**config.mk**
```make
export PLATFORM = sky130hd
export DESIGN_NAME = lcdController
export DESIGN_NICKNAME = d
export VERILOG_FILES = /design/src/rtl/lcdPkg.sv /design/src/rtl/opSequencer.sv /design/src/rtl/itemFifo.sv /design/src/rtl/busWriter.sv /design/src/rtl/lcdController.sv
export SDC_FILE = /design/constraint.sdc
export NUM_CORES = 1
export LEC_CHECK = 0
export BUFFER_PORTS_ARGS = -buffer_cell sky130_fd_sc_hd__buf_2
export CORE_ASPECT_RATIO = 0.7
export CORE_MARGIN = 2
export CORE_UTILIZATION = 55
export CTS_BUF_LIST = sky130_fd_sc_hd__clkbuf_8
export DETAILED_ROUTE_END_ITERATION = 12
export GPL_TIMING_DRIVEN = 0
export HOLD_SLACK_MARGIN = 0.05
export PLACE_DENSITY_LB_ADDON = 0.1
export SLEW_MARGIN = 20
export SYNTH_ARGS = -nofsm -noshare
export SYNTH_HDL_FRONTEND = slang
export SYNTH_SLANG_ARGS = --single-unit
```
**constraint.sdc**
```tcl
create_clock -name clk -period 11.5 [get_ports clk]
set_input_delay 2.3 -clock clk [delete_from_list [all_inputs] [get_ports clk]]
set_output_delay 2.3 -clock clk [all_outputs]
set_load 0.1 [all_outputs]
```
**src/rtl/lcdPkg.sv**
```systemverilog
`default_nettype none

package lcdPkg;

  typedef logic [7:0]  byte_t;
  typedef logic [15:0] coord_t;
  typedef logic [15:0] rgb565_t;

  // inclusive pixel bounds
  typedef struct packed {
    coord_t xStart;
    coord_t xEnd;
    coord_t yStart;
    coord_t yEnd;
  } window_t;

  typedef enum logic [1:0] {
    opInit,
    opDispOn,
    opDispOff,
    opFill
  } lcdOp_t;

  // panel command set
  typedef enum logic [7:0] {
    cmdSwReset     = 8'h01,
    cmdSleepIn     = 8'h10,
    cmdSleepOut    = 8'h11,
    cmdDispOff     = 8'h28,
    cmdDispOn      = 8'h29,
    cmdColumnAddr  = 8'h2A,
    cmdPageAddr    = 8'h2B,
    cmdMemWrite    = 8'h2C,
    cmdMemAccess   = 8'h36,
    cmdPixelFormat = 8'h3A
  } lcdCmd_t;

  typedef enum logic [1:0] {
    itemCmd,
    itemParam,
    itemDelay,   // value in ms
    itemRelease
  } itemKind_t;

  typedef struct packed {
    itemKind_t kind;
    byte_t     value;
  } busItem_t;

  localparam byte_t PixelFormatRgb565 = 8'h55;
  localparam byte_t MemAccessDefault  = 8'h30;  // orientation

  localparam byte_t resetDelayMs    = 8'd5;
  localparam byte_t sleepOutDelayMs = 8'd120;
  localparam byte_t dispOnDelayMs   = 8'd5;
  localparam byte_t dispOffDelayMs  = 8'd10;
  localparam byte_t sleepInDelayMs  = 8'd10;

  localparam int FifoDepth = 8;
  localparam int FifoPtrW  = $clog2(FifoDepth);

  function automatic busItem_t mkItem(itemKind_t kind, byte_t value);
    busItem_t it;
    it.kind  = kind;
    it.value = value;
    return it;
  endfunction

endpackage

`default_nettype wire

```
**src/rtl/opSequencer.sv**
```systemverilog
`timescale 1ns/1ns
`default_nettype none

module opSequencer (
  input  wire                  clk,
  input  wire                  rst,
  input  wire                  start,
  input  wire lcdPkg::lcdOp_t  op,
  input  wire lcdPkg::window_t window,
  input  wire lcdPkg::rgb565_t color,
  input  wire                  full,
  output logic                 push,
  output lcdPkg::busItem_t     item
);
  import lcdPkg::*;

  typedef enum logic [2:0] {
    sIdle,
    sHeader,
    sAddrX,
    sAddrY,
    sPixels,
    sRelease
  } seqState_t;

  seqState_t   state;
  logic [3:0]  step;
  logic [3:0]  headerLast;
  logic [31:0] pixelsLeft;
  logic [16:0] width;
  logic [16:0] height;
  logic [33:0] area;
  lcdOp_t      opReg;
  window_t     win;
  rgb565_t     colorReg;

  // fixed item lists for the non-fill ops
  function automatic busItem_t headerItem(lcdOp_t o, logic [3:0] s);
    busItem_t it;
    it = mkItem(itemRelease, 8'h00);
    case (o)
      opInit: begin
        case (s)
          4'd0: it = mkItem(itemCmd, cmdSwReset);
          4'd1: it = mkItem(itemDelay, resetDelayMs);
          4'd2: it = mkItem(itemCmd, cmdSleepOut);
          4'd3: it = mkItem(itemDelay, sleepOutDelayMs);
          4'd4: it = mkItem(itemCmd, cmdPixelFormat);
          4'd5: it = mkItem(itemParam, PixelFormatRgb565);
          4'd6: it = mkItem(itemCmd, cmdMemAccess);
          4'd7: it = mkItem(itemParam, MemAccessDefault);
          default: it = mkItem(itemCmd, cmdDispOn);
        endcase
      end
      opDispOn: begin
        case (s)
          4'd0: it = mkItem(itemCmd, cmdSleepOut);
          4'd1: it = mkItem(itemDelay, sleepOutDelayMs);
          4'd2: it = mkItem(itemCmd, cmdDispOn);
          default: it = mkItem(itemDelay, dispOnDelayMs);
        endcase
      end
      opDispOff: begin
        case (s)
          4'd0: it = mkItem(itemCmd, cmdDispOff);
          4'd1: it = mkItem(itemDelay, dispOffDelayMs);
          4'd2: it = mkItem(itemCmd, cmdSleepIn);
          default: it = mkItem(itemDelay, sleepInDelayMs);
        endcase
      end
      default: it = mkItem(itemRelease, 8'h00);
    endcase
    return it;
  endfunction

  // cmd then start hi/lo, end hi/lo
  function automatic busItem_t addrItem(lcdCmd_t c, coord_t lo, coord_t hi, logic [3:0] s);
    busItem_t it;
    case (s)
      4'd0: it = mkItem(itemCmd, c);
      4'd1: it = mkItem(itemParam, lo[15:8]);
      4'd2: it = mkItem(itemParam, lo[7:0]);
      4'd3: it = mkItem(itemParam, hi[15:8]);
      default: it = mkItem(itemParam, hi[7:0]);
    endcase
    return it;
  endfunction

  assign headerLast = (opReg == opInit) ? 4'd8 : 4'd3;
  assign width      = {1'b0, win.xEnd} - {1'b0, win.xStart} + 17'd1;
  assign height     = {1'b0, win.yEnd} - {1'b0, win.yStart} + 17'd1;
  assign area       = width * height;
  assign push       = (state != sIdle) && !full;  // stall on full

  always_comb begin
    case (state)
      sHeader: item = headerItem(opReg, step);
      sAddrX:  item = addrItem(cmdColumnAddr, win.xStart, win.xEnd, step);
      sAddrY:  item = addrItem(cmdPageAddr, win.yStart, win.yEnd, step);
      sPixels: begin
        if (step == 4'd0)
          item = mkItem(itemCmd, cmdMemWrite);
        else if (step == 4'd1)
          item = mkItem(itemParam, colorReg[15:8]);
        else
          item = mkItem(itemParam, colorReg[7:0]);
      end
      default: item = mkItem(itemRelease, 8'h00);
    endcase
  end

  always_ff @(posedge clk) begin
    if (state == sIdle && start) begin
      opReg    <= op;
      win      <= window;
      colorReg <= color;
    end
  end

  always_ff @(posedge clk or posedge rst) begin
    if (rst) begin
      state      <= sIdle;
      step       <= '0;
      pixelsLeft <= '0;
    end else begin
      case (state)
        sIdle: begin
          if (start) begin
            state <= (op == opFill) ? sAddrX : sHeader;
            step  <= '0;
          end
        end
        sHeader: begin
          if (push) begin
            step  <= (step == headerLast) ? 4'd0 : step + 4'd1;
            state <= (step == headerLast) ? sRelease : sHeader;
          end
        end
        sAddrX: begin
          if (push) begin
            step  <= (step == 4'd4) ? 4'd0 : step + 4'd1;
            state <= (step == 4'd4) ? sAddrY : sAddrX;
          end
        end
        sAddrY: begin
          if (push && step == 4'd4) begin
            state      <= sPixels;
            step       <= '0;
            pixelsLeft <= area[31:0];
          end else if (push) begin
            step <= step + 4'd1;
          end
        end
        sPixels: begin
          if (push) begin
            if (step != 4'd2) begin
              step <= step + 4'd1;
            end else if (pixelsLeft <= 32'd1) begin
              state <= sRelease;  // last low byte out
            end else begin
              step       <= 4'd1;
              pixelsLeft <= pixelsLeft - 32'd1;
            end
          end
        end
        default: begin
          if (push)
            state <= sIdle;
        end
      endcase
    end
  end

endmodule

`default_nettype wire

```
**src/rtl/itemFifo.sv**
```systemverilog
`timescale 1ns/1ns
`default_nettype none

module itemFifo (
  input  wire                   clk,
  input  wire                   rst,
  input  wire                   push,
  input  wire lcdPkg::busItem_t pushItem,
  input  wire                   pop,
  output lcdPkg::busItem_t      popItem,
  output logic                  full,
  output logic                  empty
);
  import lcdPkg::*;

  busItem_t            mem [FifoDepth];
  logic [FifoPtrW-1:0] wrPtr;
  logic [FifoPtrW-1:0] rdPtr;
  logic [FifoPtrW:0]   count;
  logic                doPush;
  logic                doPop;

  assign doPush  = push && !full;
  assign doPop   = pop && !empty;
  assign full    = (count == (FifoPtrW + 1)'(FifoDepth));
  assign empty   = (count == '0);
  assign popItem = mem[rdPtr];  // head is visible the cycle after push

  always_ff @(posedge clk) begin
    if (doPush)
      mem[wrPtr] <= pushItem;
  end

  always_ff @(posedge clk or posedge rst) begin
    if (rst) begin
      wrPtr <= '0;
      rdPtr <= '0;
      count <= '0;
    end else begin
      if (doPush)
        wrPtr <= wrPtr + 1'b1;  // power-of-two depth wraps
      if (doPop)
        rdPtr <= rdPtr + 1'b1;
      case ({doPush, doPop})
        2'b10:   count <= count + 1'b1;
        2'b01:   count <= count - 1'b1;
        default: count <= count;
      endcase
    end
  end

endmodule

`default_nettype wire

```
**src/rtl/busWriter.sv**
```systemverilog
`timescale 1ns/1ns
`default_nettype none

module busWriter #(
  parameter int MsCycles = 100000
) (
  input  wire                   clk,
  input  wire                   rst,
  input  wire                   empty,
  output logic                  pop,
  input  wire lcdPkg::busItem_t item,
  output logic                  csx,
  output logic                  dcx,
  output logic                  wrx,
  output lcdPkg::byte_t         data,
  output logic                  done
);
  import lcdPkg::*;

  typedef enum logic [2:0] {
    wIdle,
    wSelect,
    wStrobeLow,
    wStrobeHigh,
    wWaiting,
    wDeselect,
    wFinish
  } wrState_t;

  wrState_t    state;
  busItem_t    held;
  logic [31:0] delayCnt;
  logic [31:0] delayLoad;
  logic        ready;

  // strobeHigh doubles as idle so bytes go out every 2 cycles
  assign ready     = (state == wIdle) || (state == wStrobeHigh);
  assign pop       = ready && !empty;
  assign delayLoad = 32'(item.value) * 32'(MsCycles);

  always_ff @(posedge clk) begin
    if (pop)
      held <= item;  // needed after the select cycle
  end

  always_ff @(posedge clk or posedge rst) begin
    if (rst) begin
      state    <= wIdle;
      csx      <= 1'b1;
      dcx      <= 1'b1;
      wrx      <= 1'b1;
      data     <= '0;
      done     <= 1'b0;
      delayCnt <= '0;
    end else begin
      done <= 1'b0;
      case (state)
        wIdle, wStrobeHigh: begin
          if (!pop) begin
            state <= wIdle;  // hold pins
          end else begin
            case (item.kind)
              itemCmd, itemParam: begin
                if (csx) begin
                  csx   <= 1'b0;
                  state <= wSelect;
                end else begin
                  wrx   <= 1'b0;
                  dcx   <= (item.kind == itemParam);
                  data  <= item.value;
                  state <= wStrobeLow;
                end
              end
              itemDelay: begin
                delayCnt <= delayLoad;
                state    <= (delayLoad == '0) ? wIdle : wWaiting;
              end
              default: begin
                csx   <= 1'b1;
                state <= wDeselect;
              end
            endcase
          end
        end
        wSelect: begin
          wrx   <= 1'b0;
          dcx   <= (held.kind == itemParam);
          data  <= held.value;
          state <= wStrobeLow;
        end
        wStrobeLow: begin
          wrx   <= 1'b1;  // panel latches here
          state <= wStrobeHigh;
        end
        wWaiting: begin
          if (delayCnt == 32'd1)
            state <= wIdle;
          else
            delayCnt <= delayCnt - 32'd1;
        end
        wDeselect: begin
          done  <= 1'b1;
          state <= wFinish;
        end
        default: state <= wIdle;
      endcase
    end
  end

endmodule

`default_nettype wire

```
**src/rtl/lcdController.sv**
```systemverilog
`timescale 1ns/1ns
`default_nettype none

module lcdController #(
  parameter int MsCycles = 100000
) (
  input  wire                  clk,
  input  wire                  rst,
  input  wire                  start,
  input  wire lcdPkg::lcdOp_t  op,
  input  wire lcdPkg::window_t window,
  input  wire lcdPkg::rgb565_t color,
  output logic                 csx,
  output logic                 dcx,
  output logic                 wrx,
  output lcdPkg::byte_t        data,
  output logic                 done
);
  import lcdPkg::*;

  busItem_t seqItem;
  busItem_t headItem;
  logic     seqPush;
  logic     fifoFull;
  logic     fifoEmpty;
  logic     wrPop;

  opSequencer u_opSequencer (
    .clk    (clk),
    .rst    (rst),
    .start  (start),
    .op     (op),
    .window (window),
    .color  (color),
    .full   (fifoFull),
    .push   (seqPush),
    .item   (seqItem)
  );

  itemFifo u_itemFifo (
    .clk      (clk),
    .rst      (rst),
    .push     (seqPush),
    .pushItem (seqItem),
    .pop      (wrPop),
    .popItem  (headItem),
    .full     (fifoFull),
    .empty    (fifoEmpty)
  );

  busWriter #(
    .MsCycles (MsCycles)
  ) u_busWriter (
    .clk   (clk),
    .rst   (rst),
    .empty (fifoEmpty),
    .pop   (wrPop),
    .item  (headItem),
    .csx   (csx),
    .dcx   (dcx),
    .wrx   (wrx),
    .data  (data),
    .done  (done)
  );

endmodule

`default_nettype wire

```
==> run metrics <==
TritonRoute pass-1 iters 6; Vias/cell 5.862; kind of critical path reg2reg; commonest non-fill, non-tap cells in the layout inv_1 (404), nand2_1 (285), fa_1 (238); clock slew at reported path FFs approximately 0.060 ns; Least-Margin Pin Slew 1.203 ns; Port Buffer Count between 90 and 100; Crit Path Max Fanout 10; Maximum Capacitance Violations 0; first-pass GRT wire length between 100 and 150 mm; Worst path slowest cell xnor2_1; Routed Wire Length a little under 70 mm; CTS Buf Count 43; layout cell share with drive strength beyond 1 0.08975; EDFF count, synth 172; Data arrival, critical path roughly 11 ns; Placer Congestion about 0.95; HPWL after DPL 54.13 mm; total congestion overflow 0; largest net degree at the start of global routing 75; Die X between 200 and 300 um; Clock Tree Buf Depth 3; Setup crit end kind register; Inserted Diodes 0; Die Span Y about 180 um; Starting Density 0.5555; post-synthesis cell count 2555; DR iter-0 viols 1886; CTS tree built; Final min period roughly 11 ns; standard-cell row count 65; vias in the first global route around 20000; DIE AREA around 0.047 mm^2; max frequency between 90 and 100 MHz; post-route ant nets 0; period utilisation layout 0.9374; ys async rst share 0.3582; Area Growth Syn to Fin 9.495%; Sink Count 268; WL/cell approximately 21 um; drt drc 0; clk root buf clkbuf_8; RSZ-0062 raised after global routing no; layout net count between 3000 and 4000; sequential fraction of the synthesis area 0.3030; core region area between 0.04 and 0.05 mm^2; Primary FF master, synth edfxtp_1; Cell variety after synth 80; initial antenna violation count 2; Fin. Hold Viols 0; Clock Latency Late Sink just over 0.6 ns; via count around 20000; CP dominant cell by count fa_1; yosys warns 0; CP max stage delay around 0.95 ns; post-CTS setup buffers 0; final std cells w/o fill between 3000 and 4000; worst hold-check path type reg2reg; setup TNS 0 ns; mean area per synthesized cell 9.778 um^2; r2r setup slk 0.72 ns; status complete, no violations; Yosys reg bits approximately 270; placed cell count roughly 3300; Mapped Area between 0.02 and 0.025 mm^2; commonest non-fill, non-tap cell in the layout inv_1; syn nets approximately 3100; # setup viols final 0; Max Slew Vio Count 0; Worst EP required between 10 and 15 ns; Slew headroom 0.1923; Top Ports just under 100; startpoint types register; gr usage total 0.3009; clock skew after layout just under 0.05 ns; H-tree depth 2
## flip-flops by register name (all words and copies together), names as in the netlist, 2 cells and up
signal and cells:
u_itemFifo.mem 80, u_opSequencer.win 64, u_busWriter.delayCnt 32, u_opSequencer.pixelsLeft 32
u_opSequencer.colorReg 16, u_busWriter.held 10, u_busWriter.data 8, u_itemFifo.count 4
u_opSequencer.step 4, u_busWriter.state 3, u_itemFifo.rdPtr 3, u_itemFifo.wrPtr 3
u_opSequencer.state 3, u_opSequencer.opReg 2
## worst max-delay path: cells and delay by family, from the launching register on
kind                     cells  cell delay [ns]
AO/OA/AOI/OAI               11             2.90
XOR/XNOR                     1             0.95
adder cells (fa/ha/maj)     10             4.28
buffers and inverters        6             0.84
flip-flops                   1             0.45
AND/OR/NAND/NOR              6             1.20
## through the flow
stage / setup slack, ns / utilization / instance area, um^2 / hold slack [ns]
floorplan: 2.772 / - / 24980 / 0.4418
global placement: 0.4590 / 0.5830 / 26220 / 0.4636
detailed placement: 0.6934 / 0.5870 / 26400 / 0.4758
CTS: 0.6391 / 0.6069 / 27290 / 0.4864
global route: 0.1398 / 0.6083 / 27360 / 0.5119
finish: 0.7198 / 0.6083 / 27360 / 0.4783
## cells in the mapped netlist (6+ instances only)
cell type | instances | area [um^2]
o211ai_1 | 11 | 82.58
a22o_1 | 7 | 61.31
xnor2_1 | 60 | 525.5
xor2_1 | 31 | 271.5
mux2i_1 | 11 | 110.1
o21a_1 | 11 | 82.58
o221ai_1 | 6 | 52.55
nand2b_1 | 31 | 193.9
or3_1 | 16 | 100.1
edfxtp_1 | 172 | 5165
nor2b_1 | 17 | 106.4
o21bai_1 | 8 | 60.06
a211oi_1 | 10 | 75.07
nand3_1 | 28 | 140.1
a31oi_1 | 18 | 112.6
o41ai_1 | 7 | 61.31
fa_1 | 238 | 4765
dfrtp_1 | 93 | 2327
o22ai_1 | 17 | 106.4
clkbuf_1 | 87 | 326.6
a22oi_1 | 14 | 105.1
ha_1 | 230 | 2878
a21o_1 | 24 | 180.2
and3_1 | 9 | 56.30
nand2_1 | 285 | 1070
mux2_2 | 14 | 157.7
o31ai_1 | 9 | 67.56
nor4_1 | 11 | 68.82
o21ai_0 | 127 | 635.6
a21oi_1 | 150 | 750.7
nor2_1 | 130 | 488.0
inv_1 | 387 | 1453
and2_1 | 95 | 594.3
or2_2 | 10 | 62.56
a222oi_1 | 9 | 90.09
mux4_2 | 20 | 450.4
nor3_1 | 51 | 255.2
nand4_1 | 10 | 62.56
## cells by family after synthesis
kind of cell,share of synthesized area
buffers and inverters,0.07297
muxes,0.02875
and+or+nand+nor,0.1390
AOI/OAI and AO/OA,0.1184
adders and majority gates,0.3059
xor gates and xnor gates,0.03190
DFF,0.3030
## per-layer routing
metal,vias to the layer above,routed length [um],GRT usage
met1,9661,32180,0.4653
met5,-,0,0
met3,96,6796,0.06736
met2,915,28550,0.4340
met4,0,1155,0.06035
li1,8929,-,-
## area by class of cell
| type | instances | area [um^2] |
|---|---|---|
| clock inverter | 32 | 231.5 |
| timing repair buffer | 106 | 591.8 |
| tap | 603 | 754.5 |
| sequential | 268 | 7571 |
| inverter | 388 | 1461 |
| buffer | 96 | 367.9 |
| multi-input combinational | 1803 | 15720 |
| clock buffer | 48 | 660.6 |
| fill | 3807 | 17620 |
## path summary, 6_finish.rpt
check,start,endpoint,cells past startpoint
worst max-delay path,u_opSequencer.win[49]$_DFFE_PP_,u_opSequencer.pixelsLeft[31]$_DFFE_PP0P_,34
worst min-delay path,u_busWriter.delayCnt[22]$_DFFE_PP0P_,u_busWriter.delayCnt[22]$_DFFE_PP0P_,2
worst max register to register,u_opSequencer.win[49]$_DFFE_PP_,u_opSequencer.pixelsLeft[31]$_DFFE_PP0P_,34
worst min register to register,u_busWriter.delayCnt[22]$_DFFE_PP0P_,u_busWriter.delayCnt[22]$_DFFE_PP0P_,2
max in group asynchronous,rst,u_busWriter.csx$_DFFE_PP1P_,3
min in group asynchronous,rst,u_busWriter.delayCnt[31]$_DFFE_PP0P_,2
## repair_timing
action                     CTS  global route
hold buffers                 0             0
gates resized for setup      0             3
setup endpoints to repair    0             1
Power is not shown: default switching activity piles up to over one toggle a cycle in this logic, so the estimate is an artifact.
